--- config.mk ---
export PLATFORM = sky130hd
export DESIGN_NAME = wb_subsystem_top
export DESIGN_NICKNAME = d
export VERILOG_FILES = /design/src/wb_pkg.sv /design/src/mem_result_align.sv /design/src/wb_commit.sv /design/src/wb_pipe_slice.sv /design/src/wb_subsystem_top.sv
export SDC_FILE = /design/constraint.sdc
export NUM_CORES = 1
export LEC_CHECK = 0
export BUFFER_PORTS_ARGS = -buffer_cell sky130_fd_sc_hd__buf_4
export CAP_MARGIN = 20
export CORE_AREA = 2 2 309 311
export CTS_CLUSTER_SIZE = 16
export DETAILED_ROUTE_END_ITERATION = 16
export DIE_AREA = 0 0 311 313
export SETUP_SLACK_MARGIN = 0.4
export SYNTH_ARGS = -nofsm -noshare
export SYNTH_HDL_FRONTEND = slang
export SYNTH_SLANG_ARGS = --single-unit
--- constraint.sdc ---
create_clock -name clk -period 3.79 [get_ports clk]
set_clock_uncertainty 0.15 [all_clocks]
set_input_delay 0.1895 -clock clk [delete_from_list [all_inputs] [get_ports clk]]
set_output_delay 0.1895 -clock clk [all_outputs]
set_load 0.005 [all_outputs]
--- src/wb_pkg.sv ---
// writeback widths, opcode enum, csr address enum and commit state enum
`default_nettype none

package wb_pkg;

    // datapath and field widths
    localparam int XLEN       = 32;
    localparam int GPR_ADDR_W = 4;
    localparam int CSR_ADDR_W = 12;
    localparam int IRQ_NO_W   = 4;

    // writeback opcode, picks where the register value comes from
    typedef enum logic [2:0] {
        OP_NONE = 3'd0,
        OP_ALU  = 3'd1,
        OP_LB   = 3'd2,
        OP_LH   = 3'd3,
        OP_LW   = 3'd4,
        OP_LBU  = 3'd5,
        OP_LHU  = 3'd6
    } wb_op_e;

    // implemented machine csrs
    typedef enum logic [CSR_ADDR_W-1:0] {
        CSR_MSTATUS  = 12'h300,
        CSR_MTVEC    = 12'h305,
        CSR_MSCRATCH = 12'h340,
        CSR_MEPC     = 12'h341,
        CSR_MCAUSE   = 12'h342
    } csr_addr_e;

    // commit unit state
    typedef enum logic {
        ST_RUN    = 1'b0,
        ST_HALTED = 1'b1
    } commit_state_e;

endpackage

`default_nettype wire

--- src/mem_result_align.sv ---
// load data aligner: byte/halfword select, sign or zero extension, alu pass
`default_nettype none

module mem_result_align import wb_pkg::*; (
    input  wire logic            clk,
    input  wire logic            reset,

    input  wire logic            in_valid_i,
    output logic                 in_ready_o,
    output logic                 out_valid_o,
    input  wire logic            out_ready_i,

    input  wire wb_op_e          op_i,
    input  wire logic [XLEN-1:0] alu_result_i,
    input  wire logic [XLEN-1:0] load_word_i,
    output logic [XLEN-1:0]      gpr_wdata_o
);

    logic [1:0]  offset;
    logic [7:0]  ld_byte;
    logic [15:0] ld_half;

    // handshake is untouched, only data is reshaped
    assign out_valid_o = in_valid_i;
    assign in_ready_o  = out_ready_i;

    // byte offset of the access
    assign offset = alu_result_i[1:0];

    always_comb begin
        case (offset)
            2'd0:    ld_byte = load_word_i[7:0];
            2'd1:    ld_byte = load_word_i[15:8];
            2'd2:    ld_byte = load_word_i[23:16];
            default: ld_byte = load_word_i[31:24];
        endcase
    end

    // halfword offsets are even, bit 1 picks the half
    assign ld_half = offset[1] ? load_word_i[31:16] : load_word_i[15:0];

    always_comb begin
        case (op_i)
            OP_ALU:  gpr_wdata_o = alu_result_i;
            OP_LB:   gpr_wdata_o = {{(XLEN-8){ld_byte[7]}}, ld_byte};
            OP_LBU:  gpr_wdata_o = {{(XLEN-8){1'b0}}, ld_byte};
            OP_LH:   gpr_wdata_o = {{(XLEN-16){ld_half[15]}}, ld_half};
            OP_LHU:  gpr_wdata_o = {{(XLEN-16){1'b0}}, ld_half};
            OP_LW:   gpr_wdata_o = load_word_i;
            // no register value for OP_NONE
            default: gpr_wdata_o = '0;
        endcase
    end

    // misaligned halfword loads never reach writeback
    property p_half_aligned;
        @(posedge clk) disable iff (reset)
        (in_valid_i && (op_i == OP_LH || op_i == OP_LHU)) |-> !alu_result_i[0];
    endproperty

    a_half_aligned: assert property (p_half_aligned)
        else $error("halfword load with odd offset %0d", offset);

endmodule

`default_nettype wire

--- src/wb_commit.sv ---
// commit unit: gpr file, machine csrs, irq cause, halt fsm, retire trace
`default_nettype none

module wb_commit import wb_pkg::*; (
    input  wire logic                  clk,
    input  wire logic                  reset,

    input  wire logic                  in_valid_i,
    output logic                       in_ready_o,
    input  wire logic                  stall_i,

    input  wire logic [GPR_ADDR_W-1:0] rd_i,
    input  wire logic                  gpr_we_i,
    input  wire logic [XLEN-1:0]       gpr_wdata_i,
    input  wire logic                  csr_we_i,
    input  wire logic [CSR_ADDR_W-1:0] csr_addr_i,
    input  wire logic [XLEN-1:0]       csr_wdata_i,
    input  wire logic                  irq_i,
    input  wire logic [IRQ_NO_W-1:0]   irq_no_i,
    input  wire logic                  is_break_i,

    output logic                       retire_valid_o,
    output logic                       retire_gpr_we_o,
    output logic [GPR_ADDR_W-1:0]      retire_rd_o,
    output logic [XLEN-1:0]            retire_gpr_data_o,
    output logic                       retire_csr_we_o,
    output logic [CSR_ADDR_W-1:0]      retire_csr_addr_o,
    output logic [XLEN-1:0]            retire_csr_data_o,
    output logic                       retire_irq_o,

    output logic                       halted_o,
    input  wire logic [GPR_ADDR_W-1:0] dbg_rd_i,
    output logic [XLEN-1:0]            dbg_gpr_data_o
);

    localparam int NUM_GPR = 1 << GPR_ADDR_W;

    commit_state_e state_q;

    logic [XLEN-1:0]       gpr_q [NUM_GPR];
    logic [XLEN-1:0]       mstatus_q, mtvec_q, mscratch_q, mepc_q, mcause_q;

    logic                  consume;
    logic                  csr_hit;
    logic                  gpr_wr;
    logic                  csr_wr;
    logic [CSR_ADDR_W-1:0] csr_wr_addr;
    logic [XLEN-1:0]       csr_wr_data;
    logic [XLEN-1:0]       irq_cause;

    assign in_ready_o = (state_q == ST_RUN) && !stall_i;
    assign consume    = in_valid_i && in_ready_o;
    assign halted_o   = (state_q == ST_HALTED);

    always_comb begin
        case (csr_addr_i)
            CSR_MSTATUS, CSR_MTVEC, CSR_MSCRATCH, CSR_MEPC, CSR_MCAUSE: csr_hit = 1'b1;
            default: csr_hit = 1'b0;
        endcase
    end

    // interrupt: mcause write replaces the item's own csr and gpr effects
    assign irq_cause   = {1'b1, {(XLEN-1-IRQ_NO_W){1'b0}}, irq_no_i};
    assign gpr_wr      = consume && gpr_we_i && !irq_i && (rd_i != '0);
    assign csr_wr      = consume && (irq_i || (csr_we_i && csr_hit));
    assign csr_wr_addr = irq_i ? CSR_ADDR_W'(CSR_MCAUSE) : csr_addr_i;
    assign csr_wr_data = irq_i ? irq_cause : csr_wdata_i;

    always_ff @(posedge clk) begin
        if (reset) begin
            state_q <= ST_RUN;
        end else if (consume && is_break_i) begin
            state_q <= ST_HALTED;
        end
    end

    // x0 is never written and stays zero
    always_ff @(posedge clk) begin
        if (reset) begin
            for (int i = 0; i < NUM_GPR; i++) begin
                gpr_q[i] <= '0;
            end
        end else if (gpr_wr) begin
            gpr_q[rd_i] <= gpr_wdata_i;
        end
    end

    always_ff @(posedge clk) begin
        if (reset) begin
            mstatus_q  <= '0;
            mtvec_q    <= '0;
            mscratch_q <= '0;
            mepc_q     <= '0;
            mcause_q   <= '0;
        end else if (csr_wr) begin
            case (csr_wr_addr)
                CSR_MSTATUS:  mstatus_q  <= csr_wr_data;
                CSR_MTVEC:    mtvec_q    <= csr_wr_data;
                CSR_MSCRATCH: mscratch_q <= csr_wr_data;
                CSR_MEPC:     mepc_q     <= csr_wr_data;
                CSR_MCAUSE:   mcause_q   <= csr_wr_data;
                default:      mcause_q   <= mcause_q;
            endcase
        end
    end

    always_ff @(posedge clk) begin
        if (reset) begin
            retire_valid_o <= 1'b0;
        end else begin
            retire_valid_o <= consume;
        end
    end

    // trace fields only mean something with retire_valid_o
    always_ff @(posedge clk) begin
        if (consume) begin
            retire_gpr_we_o   <= gpr_wr;
            retire_rd_o       <= rd_i;
            retire_gpr_data_o <= gpr_wdata_i;
            retire_csr_we_o   <= csr_wr;
            retire_csr_addr_o <= csr_wr_addr;
            retire_irq_o      <= irq_i;
        end
    end

    // committed csr value, read back from the csr file itself
    always_comb begin
        case (retire_csr_addr_o)
            CSR_MSTATUS:  retire_csr_data_o = mstatus_q;
            CSR_MTVEC:    retire_csr_data_o = mtvec_q;
            CSR_MSCRATCH: retire_csr_data_o = mscratch_q;
            CSR_MEPC:     retire_csr_data_o = mepc_q;
            CSR_MCAUSE:   retire_csr_data_o = mcause_q;
            default:      retire_csr_data_o = '0;
        endcase
    end

    assign dbg_gpr_data_o = (dbg_rd_i == '0) ? '0 : gpr_q[dbg_rd_i];

    // the break retire is the last one
    property p_no_retire_halted;
        @(posedge clk) disable iff (reset)
        halted_o |=> !retire_valid_o;
    endproperty

    a_no_retire_halted: assert property (p_no_retire_halted)
        else $error("retire seen after halt");

endmodule

`default_nettype wire

--- src/wb_pipe_slice.sv ---
// flushable valid/ready register slice carrying one writeback item
`default_nettype none

module wb_pipe_slice import wb_pkg::*; (
    input  wire logic                  clk,
    input  wire logic                  reset,
    input  wire logic                  flush_i,

    input  wire logic                  in_valid_i,
    output logic                       in_ready_o,
    output logic                       out_valid_o,
    input  wire logic                  out_ready_i,

    input  wire logic [GPR_ADDR_W-1:0] rd_i,
    input  wire logic                  gpr_we_i,
    input  wire logic [XLEN-1:0]       gpr_wdata_i,
    input  wire logic                  csr_we_i,
    input  wire logic [CSR_ADDR_W-1:0] csr_addr_i,
    input  wire logic [XLEN-1:0]       csr_wdata_i,
    input  wire logic                  irq_i,
    input  wire logic [IRQ_NO_W-1:0]   irq_no_i,
    input  wire logic                  is_break_i,

    output logic [GPR_ADDR_W-1:0]      rd_o,
    output logic                       gpr_we_o,
    output logic [XLEN-1:0]            gpr_wdata_o,
    output logic                       csr_we_o,
    output logic [CSR_ADDR_W-1:0]      csr_addr_o,
    output logic [XLEN-1:0]            csr_wdata_o,
    output logic                       irq_o,
    output logic [IRQ_NO_W-1:0]        irq_no_o,
    output logic                       is_break_o
);

    logic valid_q;
    logic accept;
    logic send;

    // take a new item when empty or when the held one leaves now
    assign in_ready_o  = !valid_q || out_ready_i;
    // killed items are hidden in the flush cycle itself
    assign out_valid_o = valid_q && !flush_i;

    assign accept = in_valid_i && in_ready_o;
    assign send   = out_valid_o && out_ready_i;

    always_ff @(posedge clk) begin
        if (reset || flush_i) begin
            valid_q <= 1'b0;
        end else if (accept) begin
            valid_q <= 1'b1;
        end else if (send) begin
            valid_q <= 1'b0;
        end
    end

    always_ff @(posedge clk) begin
        if (reset || flush_i) begin
            rd_o        <= '0;
            gpr_we_o    <= 1'b0;
            gpr_wdata_o <= '0;
            csr_we_o    <= 1'b0;
            csr_addr_o  <= '0;
            csr_wdata_o <= '0;
            irq_o       <= 1'b0;
            irq_no_o    <= '0;
            is_break_o  <= 1'b0;
        end else if (accept) begin
            rd_o        <= rd_i;
            gpr_we_o    <= gpr_we_i;
            gpr_wdata_o <= gpr_wdata_i;
            csr_we_o    <= csr_we_i;
            csr_addr_o  <= csr_addr_i;
            csr_wdata_o <= csr_wdata_i;
            irq_o       <= irq_i;
            irq_no_o    <= irq_no_i;
            is_break_o  <= is_break_i;
        end
    end

    // a stalled item must not change under the consumer
    property p_hold_payload;
        @(posedge clk) disable iff (reset)
        (out_valid_o && !out_ready_i) |=> $stable({rd_o, gpr_we_o, gpr_wdata_o, csr_we_o,
                                                   csr_addr_o, csr_wdata_o, irq_o, irq_no_o,
                                                   is_break_o});
    endproperty

    a_hold_payload: assert property (p_hold_payload)
        else $error("slice payload changed while stalled");

endmodule

`default_nettype wire

--- src/wb_subsystem_top.sv ---
// writeback subsystem: aligner, chain of pipe slices, commit unit
`default_nettype none

module wb_subsystem_top import wb_pkg::*; #(
    parameter int PIPE_DEPTH = 2
) (
    input  wire logic                  clk,
    input  wire logic                  reset,

    input  wire logic                  in_valid_i,
    output logic                       in_ready_o,
    input  wire wb_op_e                op_i,
    input  wire logic [GPR_ADDR_W-1:0] rd_i,
    input  wire logic                  gpr_we_i,
    input  wire logic [XLEN-1:0]       alu_result_i,
    input  wire logic [XLEN-1:0]       load_word_i,
    input  wire logic                  csr_we_i,
    input  wire logic [CSR_ADDR_W-1:0] csr_addr_i,
    input  wire logic [XLEN-1:0]       csr_wdata_i,
    input  wire logic                  irq_i,
    input  wire logic [IRQ_NO_W-1:0]   irq_no_i,
    input  wire logic                  is_break_i,

    input  wire logic                  flush_i,
    input  wire logic                  stall_i,

    output logic                       retire_valid_o,
    output logic                       retire_gpr_we_o,
    output logic [GPR_ADDR_W-1:0]      retire_rd_o,
    output logic [XLEN-1:0]            retire_gpr_data_o,
    output logic                       retire_csr_we_o,
    output logic [CSR_ADDR_W-1:0]      retire_csr_addr_o,
    output logic [XLEN-1:0]            retire_csr_data_o,
    output logic                       retire_irq_o,

    output logic                       halted_o,
    input  wire logic [GPR_ADDR_W-1:0] dbg_rd_i,
    output logic [XLEN-1:0]            dbg_gpr_data_o
);

    // stage k feeds slice k, stage PIPE_DEPTH feeds commit
    logic                  s_valid     [PIPE_DEPTH+1];
    logic                  s_ready     [PIPE_DEPTH+1];
    logic [GPR_ADDR_W-1:0] s_rd        [PIPE_DEPTH+1];
    logic                  s_gpr_we    [PIPE_DEPTH+1];
    logic [XLEN-1:0]       s_gpr_wdata [PIPE_DEPTH+1];
    logic                  s_csr_we    [PIPE_DEPTH+1];
    logic [CSR_ADDR_W-1:0] s_csr_addr  [PIPE_DEPTH+1];
    logic [XLEN-1:0]       s_csr_wdata [PIPE_DEPTH+1];
    logic                  s_irq       [PIPE_DEPTH+1];
    logic [IRQ_NO_W-1:0]   s_irq_no    [PIPE_DEPTH+1];
    logic                  s_is_break  [PIPE_DEPTH+1];

    mem_result_align u_align (
        .clk          (clk),
        .reset        (reset),
        .in_valid_i   (in_valid_i),
        .in_ready_o   (in_ready_o),
        .out_valid_o  (s_valid[0]),
        .out_ready_i  (s_ready[0]),
        .op_i         (op_i),
        .alu_result_i (alu_result_i),
        .load_word_i  (load_word_i),
        .gpr_wdata_o  (s_gpr_wdata[0])
    );

    assign s_rd[0]        = rd_i;
    assign s_gpr_we[0]    = gpr_we_i;
    assign s_csr_we[0]    = csr_we_i;
    assign s_csr_addr[0]  = csr_addr_i;
    assign s_csr_wdata[0] = csr_wdata_i;
    assign s_irq[0]       = irq_i;
    assign s_irq_no[0]    = irq_no_i;
    assign s_is_break[0]  = is_break_i;

    for (genvar k = 0; k < PIPE_DEPTH; k++) begin : g_slice
        wb_pipe_slice u_slice (
            .clk         (clk),
            .reset       (reset),
            .flush_i     (flush_i),
            .in_valid_i  (s_valid[k]),
            .in_ready_o  (s_ready[k]),
            .out_valid_o (s_valid[k+1]),
            .out_ready_i (s_ready[k+1]),
            .rd_i        (s_rd[k]),
            .gpr_we_i    (s_gpr_we[k]),
            .gpr_wdata_i (s_gpr_wdata[k]),
            .csr_we_i    (s_csr_we[k]),
            .csr_addr_i  (s_csr_addr[k]),
            .csr_wdata_i (s_csr_wdata[k]),
            .irq_i       (s_irq[k]),
            .irq_no_i    (s_irq_no[k]),
            .is_break_i  (s_is_break[k]),
            .rd_o        (s_rd[k+1]),
            .gpr_we_o    (s_gpr_we[k+1]),
            .gpr_wdata_o (s_gpr_wdata[k+1]),
            .csr_we_o    (s_csr_we[k+1]),
            .csr_addr_o  (s_csr_addr[k+1]),
            .csr_wdata_o (s_csr_wdata[k+1]),
            .irq_o       (s_irq[k+1]),
            .irq_no_o    (s_irq_no[k+1]),
            .is_break_o  (s_is_break[k+1])
        );
    end

    wb_commit u_commit (
        .clk               (clk),
        .reset             (reset),
        .in_valid_i        (s_valid[PIPE_DEPTH]),
        .in_ready_o        (s_ready[PIPE_DEPTH]),
        .stall_i           (stall_i),
        .rd_i              (s_rd[PIPE_DEPTH]),
        .gpr_we_i          (s_gpr_we[PIPE_DEPTH]),
        .gpr_wdata_i       (s_gpr_wdata[PIPE_DEPTH]),
        .csr_we_i          (s_csr_we[PIPE_DEPTH]),
        .csr_addr_i        (s_csr_addr[PIPE_DEPTH]),
        .csr_wdata_i       (s_csr_wdata[PIPE_DEPTH]),
        .irq_i             (s_irq[PIPE_DEPTH]),
        .irq_no_i          (s_irq_no[PIPE_DEPTH]),
        .is_break_i        (s_is_break[PIPE_DEPTH]),
        .retire_valid_o    (retire_valid_o),
        .retire_gpr_we_o   (retire_gpr_we_o),
        .retire_rd_o       (retire_rd_o),
        .retire_gpr_data_o (retire_gpr_data_o),
        .retire_csr_we_o   (retire_csr_we_o),
        .retire_csr_addr_o (retire_csr_addr_o),
        .retire_csr_data_o (retire_csr_data_o),
        .retire_irq_o      (retire_irq_o),
        .halted_o          (halted_o),
        .dbg_rd_i          (dbg_rd_i),
        .dbg_gpr_data_o    (dbg_gpr_data_o)
    );

endmodule

`default_nettype wire
==> impl_metrics.tcl <==
set metrics [dict create \
    status "finished clean" \
    ys_seq_area_share_pct 59.3 \
    ys.warnings.count 0 \
    rsz0062_at_grt "no" \
    synth.net_count 3364 \
    place_congestion 0.806 \
    grt_pass1_wl_um 165000 \
    cts_tree "done" \
    synthCells 3232 \
    die_h_um 313 \
    final_cell_mix "531 x edfxtp_1, 484 x and2_1, 384 x nand2_1" \
    cpPeakStageDelay_ps 630 \
    crit_arrival_ps 2910 \
    clock_latency_ps 680 \
    num_vias 25927 \
    finalPower_mw 20.7 \
    syn-cell-area_um2 38400 \
    cts_buffers 93 \
    hold_violations 0 \
    final_antenna_net_count 0 \
    synth_edf_count 531 \
    slowest_stage "or4_1" \
    power_density_nw_per_um2 450 \
    placement_rows 113 \
    synth_cell_types 59 \
    n_fill_cell 8389 \
    clock_path_buffers 3 \
    cpMostUsedCell "buf_4" \
    wire_per_inst_um 22.7 \
    drive_gt1_share_pct 19.8 \
    antenna_found_initial 11 \
    setup_viol 0 \
    worstPathCellList "or4_1 > nor4_2 > buf_4 > a22oi_1 > nand2_1 > buf_4" \
    io_pins 250 \
    syn2layout_area_growth_pct 20.1 \
    core_um2 94200 \
    worst_slew_pin_slew_ps 1000 \
    drtIter0Drc 2321 \
    required_ps 3450 \
    cts_setup_buffers 0 \
    ir_drop_mv 0.356 \
    cts_max_level 3 \
    slew-limit-headroom_pct 33.1 \
    start_kind "register" \
    fp.dieW_um 311 \
    root_buffer "clkbuf_16" \
    p_leak_nw 17.2 \
    vias_per_cell 5.35 \
    dieArea_um2 97300 \
    totalWireLength_um 110000 \
    synthFlopType "edfxtp_1" \
    async_flop_share_pct 0 \
    path_max_fanout 32 \
    clkTransAtPathRegs_ps 60 \
    yosysTopAreaCell "edfxtp_1" \
    path_class "reg2out" \
    netlist_top_cells_area "edfxtp_1 42%, dfxtp_1 18%, and2_1 7.9%, mux4_2 6.0%, mux2i_1 4.1%" \
    fin_crit_sh_pct 85.7 \
    clock.fmax_mhz 308 \
    start_util_pct 40.8 \
    grt_use_total_pct 22.4 \
    dpl.hpwl_um 67100 \
    grt_overflow 0 \
    yosysTopAreaCellShare_pct 41.5 \
    dr.pass1.iters 5 \
    final_core_util_pct 49.0 \
    fin_hold_ws_ps 135 \
    end_kind "output port" \
    final_common_cell "edfxtp_1" \
    crit_family "simple AND/OR/NAND/NOR gates" \
    nets 3629 \
    period_needed_ps 3250 \
    regToRegSetupSlack_ps 780 \
    avgSynthCellArea_um2 11.9 \
    clock-sinks 871 \
    setup-tns-final_ps 0 \
    drv_cap 0 \
    path_buf_inv 2 \
    hold_path.class "in2reg" \
    ys_seq_elements 871 \
    grt_pass1_vias 25933 \
    grt_max_degree 110 \
    portBuffers 249 \
    route.detailed.drc 0 \
    slew_viol_final 0 \
]
## area by class of cell
class                      count  area, um^2  share of cell area [%]
multi-input combinational   2068       14600                    31.7
sequential                   871       22800                    49.3
clock inverter                40         393                   0.852
timing repair buffer         458        4050                    8.78
tap                         1265        1580                    3.43
inverter                       5        22.5                  0.0488
clock buffer                 133        2670                    5.79
antenna                        5        12.5                  0.0271
## logic make-up after synthesis
group,after synthesis,share of synthesized area (%)
buffers and inverters,293,2.93
multiplexers,316,11.8
XOR/XNOR,1,0.0228
AO/OA/AOI/OAI,547,9.03
flip-flops,871,59.3
AND/OR/NAND/NOR,1204,17.0
## final timing paths
path | from | endpoint | cells after the start
max reg2reg | u_commit.halted_o | u_commit.gpr_q[12][0] | 8
min reg2reg | u_commit.mcause_q[31] | u_commit.mcause_q[31] | 2
max | u_commit.retire_csr_addr_o[3] | retire_csr_data_o[31] | 6
min | stall_i | u_commit.retire_valid_o | 3
## metrics by stage
stage / instance area [um^2] / setup slack, ps / cells
after floorplan: 38400 / 454 / 3232
after global placement: 41700 / 870 / 4534
after detailed placement: 41700 / 848 / 4535
after CTS: 46100 / 426 / 4839
after global routing: 46100 / 417 / 4843
final: 46100 / 540 / 4845
## Yosys cell counts, types with 24 or more instances
master / n
dfxtp_1: 340
clkbuf_1: 251
a21oi_1: 271
a22oi_1: 32
nand2b_1: 130
nor2b_1: 50
mux2_2: 57
buf_1: 27
edfxtp_1: 531
or2_2: 26
mux4_2: 103
o2bb2ai_1: 32
nand2_1: 386
a221o_1: 32
nand3_1: 57
and2_1: 486
nor2_1: 24
o21ai_0: 75
mux2i_1: 156
## worst reg2reg max path: stages, from the launching register on
cell and delay, ps:
dfxtp_1 340, or4b_1 520, buf_4 200, clkinvlp_4 220
nand4b_1 290, nor2_2 170, buf_4 290, or2_2 190
buf_12 260
## flip-flops by register name, summed over array words and instances (netlist names), 12 cells and up
register	count
u_commit.mepc_q	32
g_slice.u_slice.gpr_wdata_o	64
g_slice.u_slice.csr_addr_o	24
g_slice.u_slice.csr_wdata_o	64
u_commit.retire_gpr_data_o	32
u_commit.gpr_q	480
u_commit.mtvec_q	32
u_commit.mcause_q	32
u_commit.retire_csr_addr_o	12
u_commit.mstatus_q	32
u_commit.mscratch_q	32
## repair_timing
| action | CTS | global route |
|---|---|---|
| endpoints found under the hold margin | 98 | 0 |
| endpoints found under the setup margin | 1 | 3 |
| hold buffers | 131 | 0 |
| resized for setup | 1 | 1 |
## metal layers
layer | share of wire (%) | up-vias | wire [um] | track usage (%)
met1 | 43 | 12879 | 47600 | 30.4
met2 | 47 | 780 | 52100 | 36.4
met3 | 7.0 | 157 | 7700 | 4.57
met4 | 2.3 | 4 | 2560 | 6.26
li1 | - | 12107 | - | -
met5 | 0.019 | - | 21 | 0
## where the power goes
part / switching [mW] / internal [mW] / leakage (nW)
Combinational: 0.716 / 0.626 / 7.44
Clock: 3.90 / 5.21 / 1.50
Sequential: 0.0705 / 10.2 / 8.25
(Power assumes the default switching activity.)
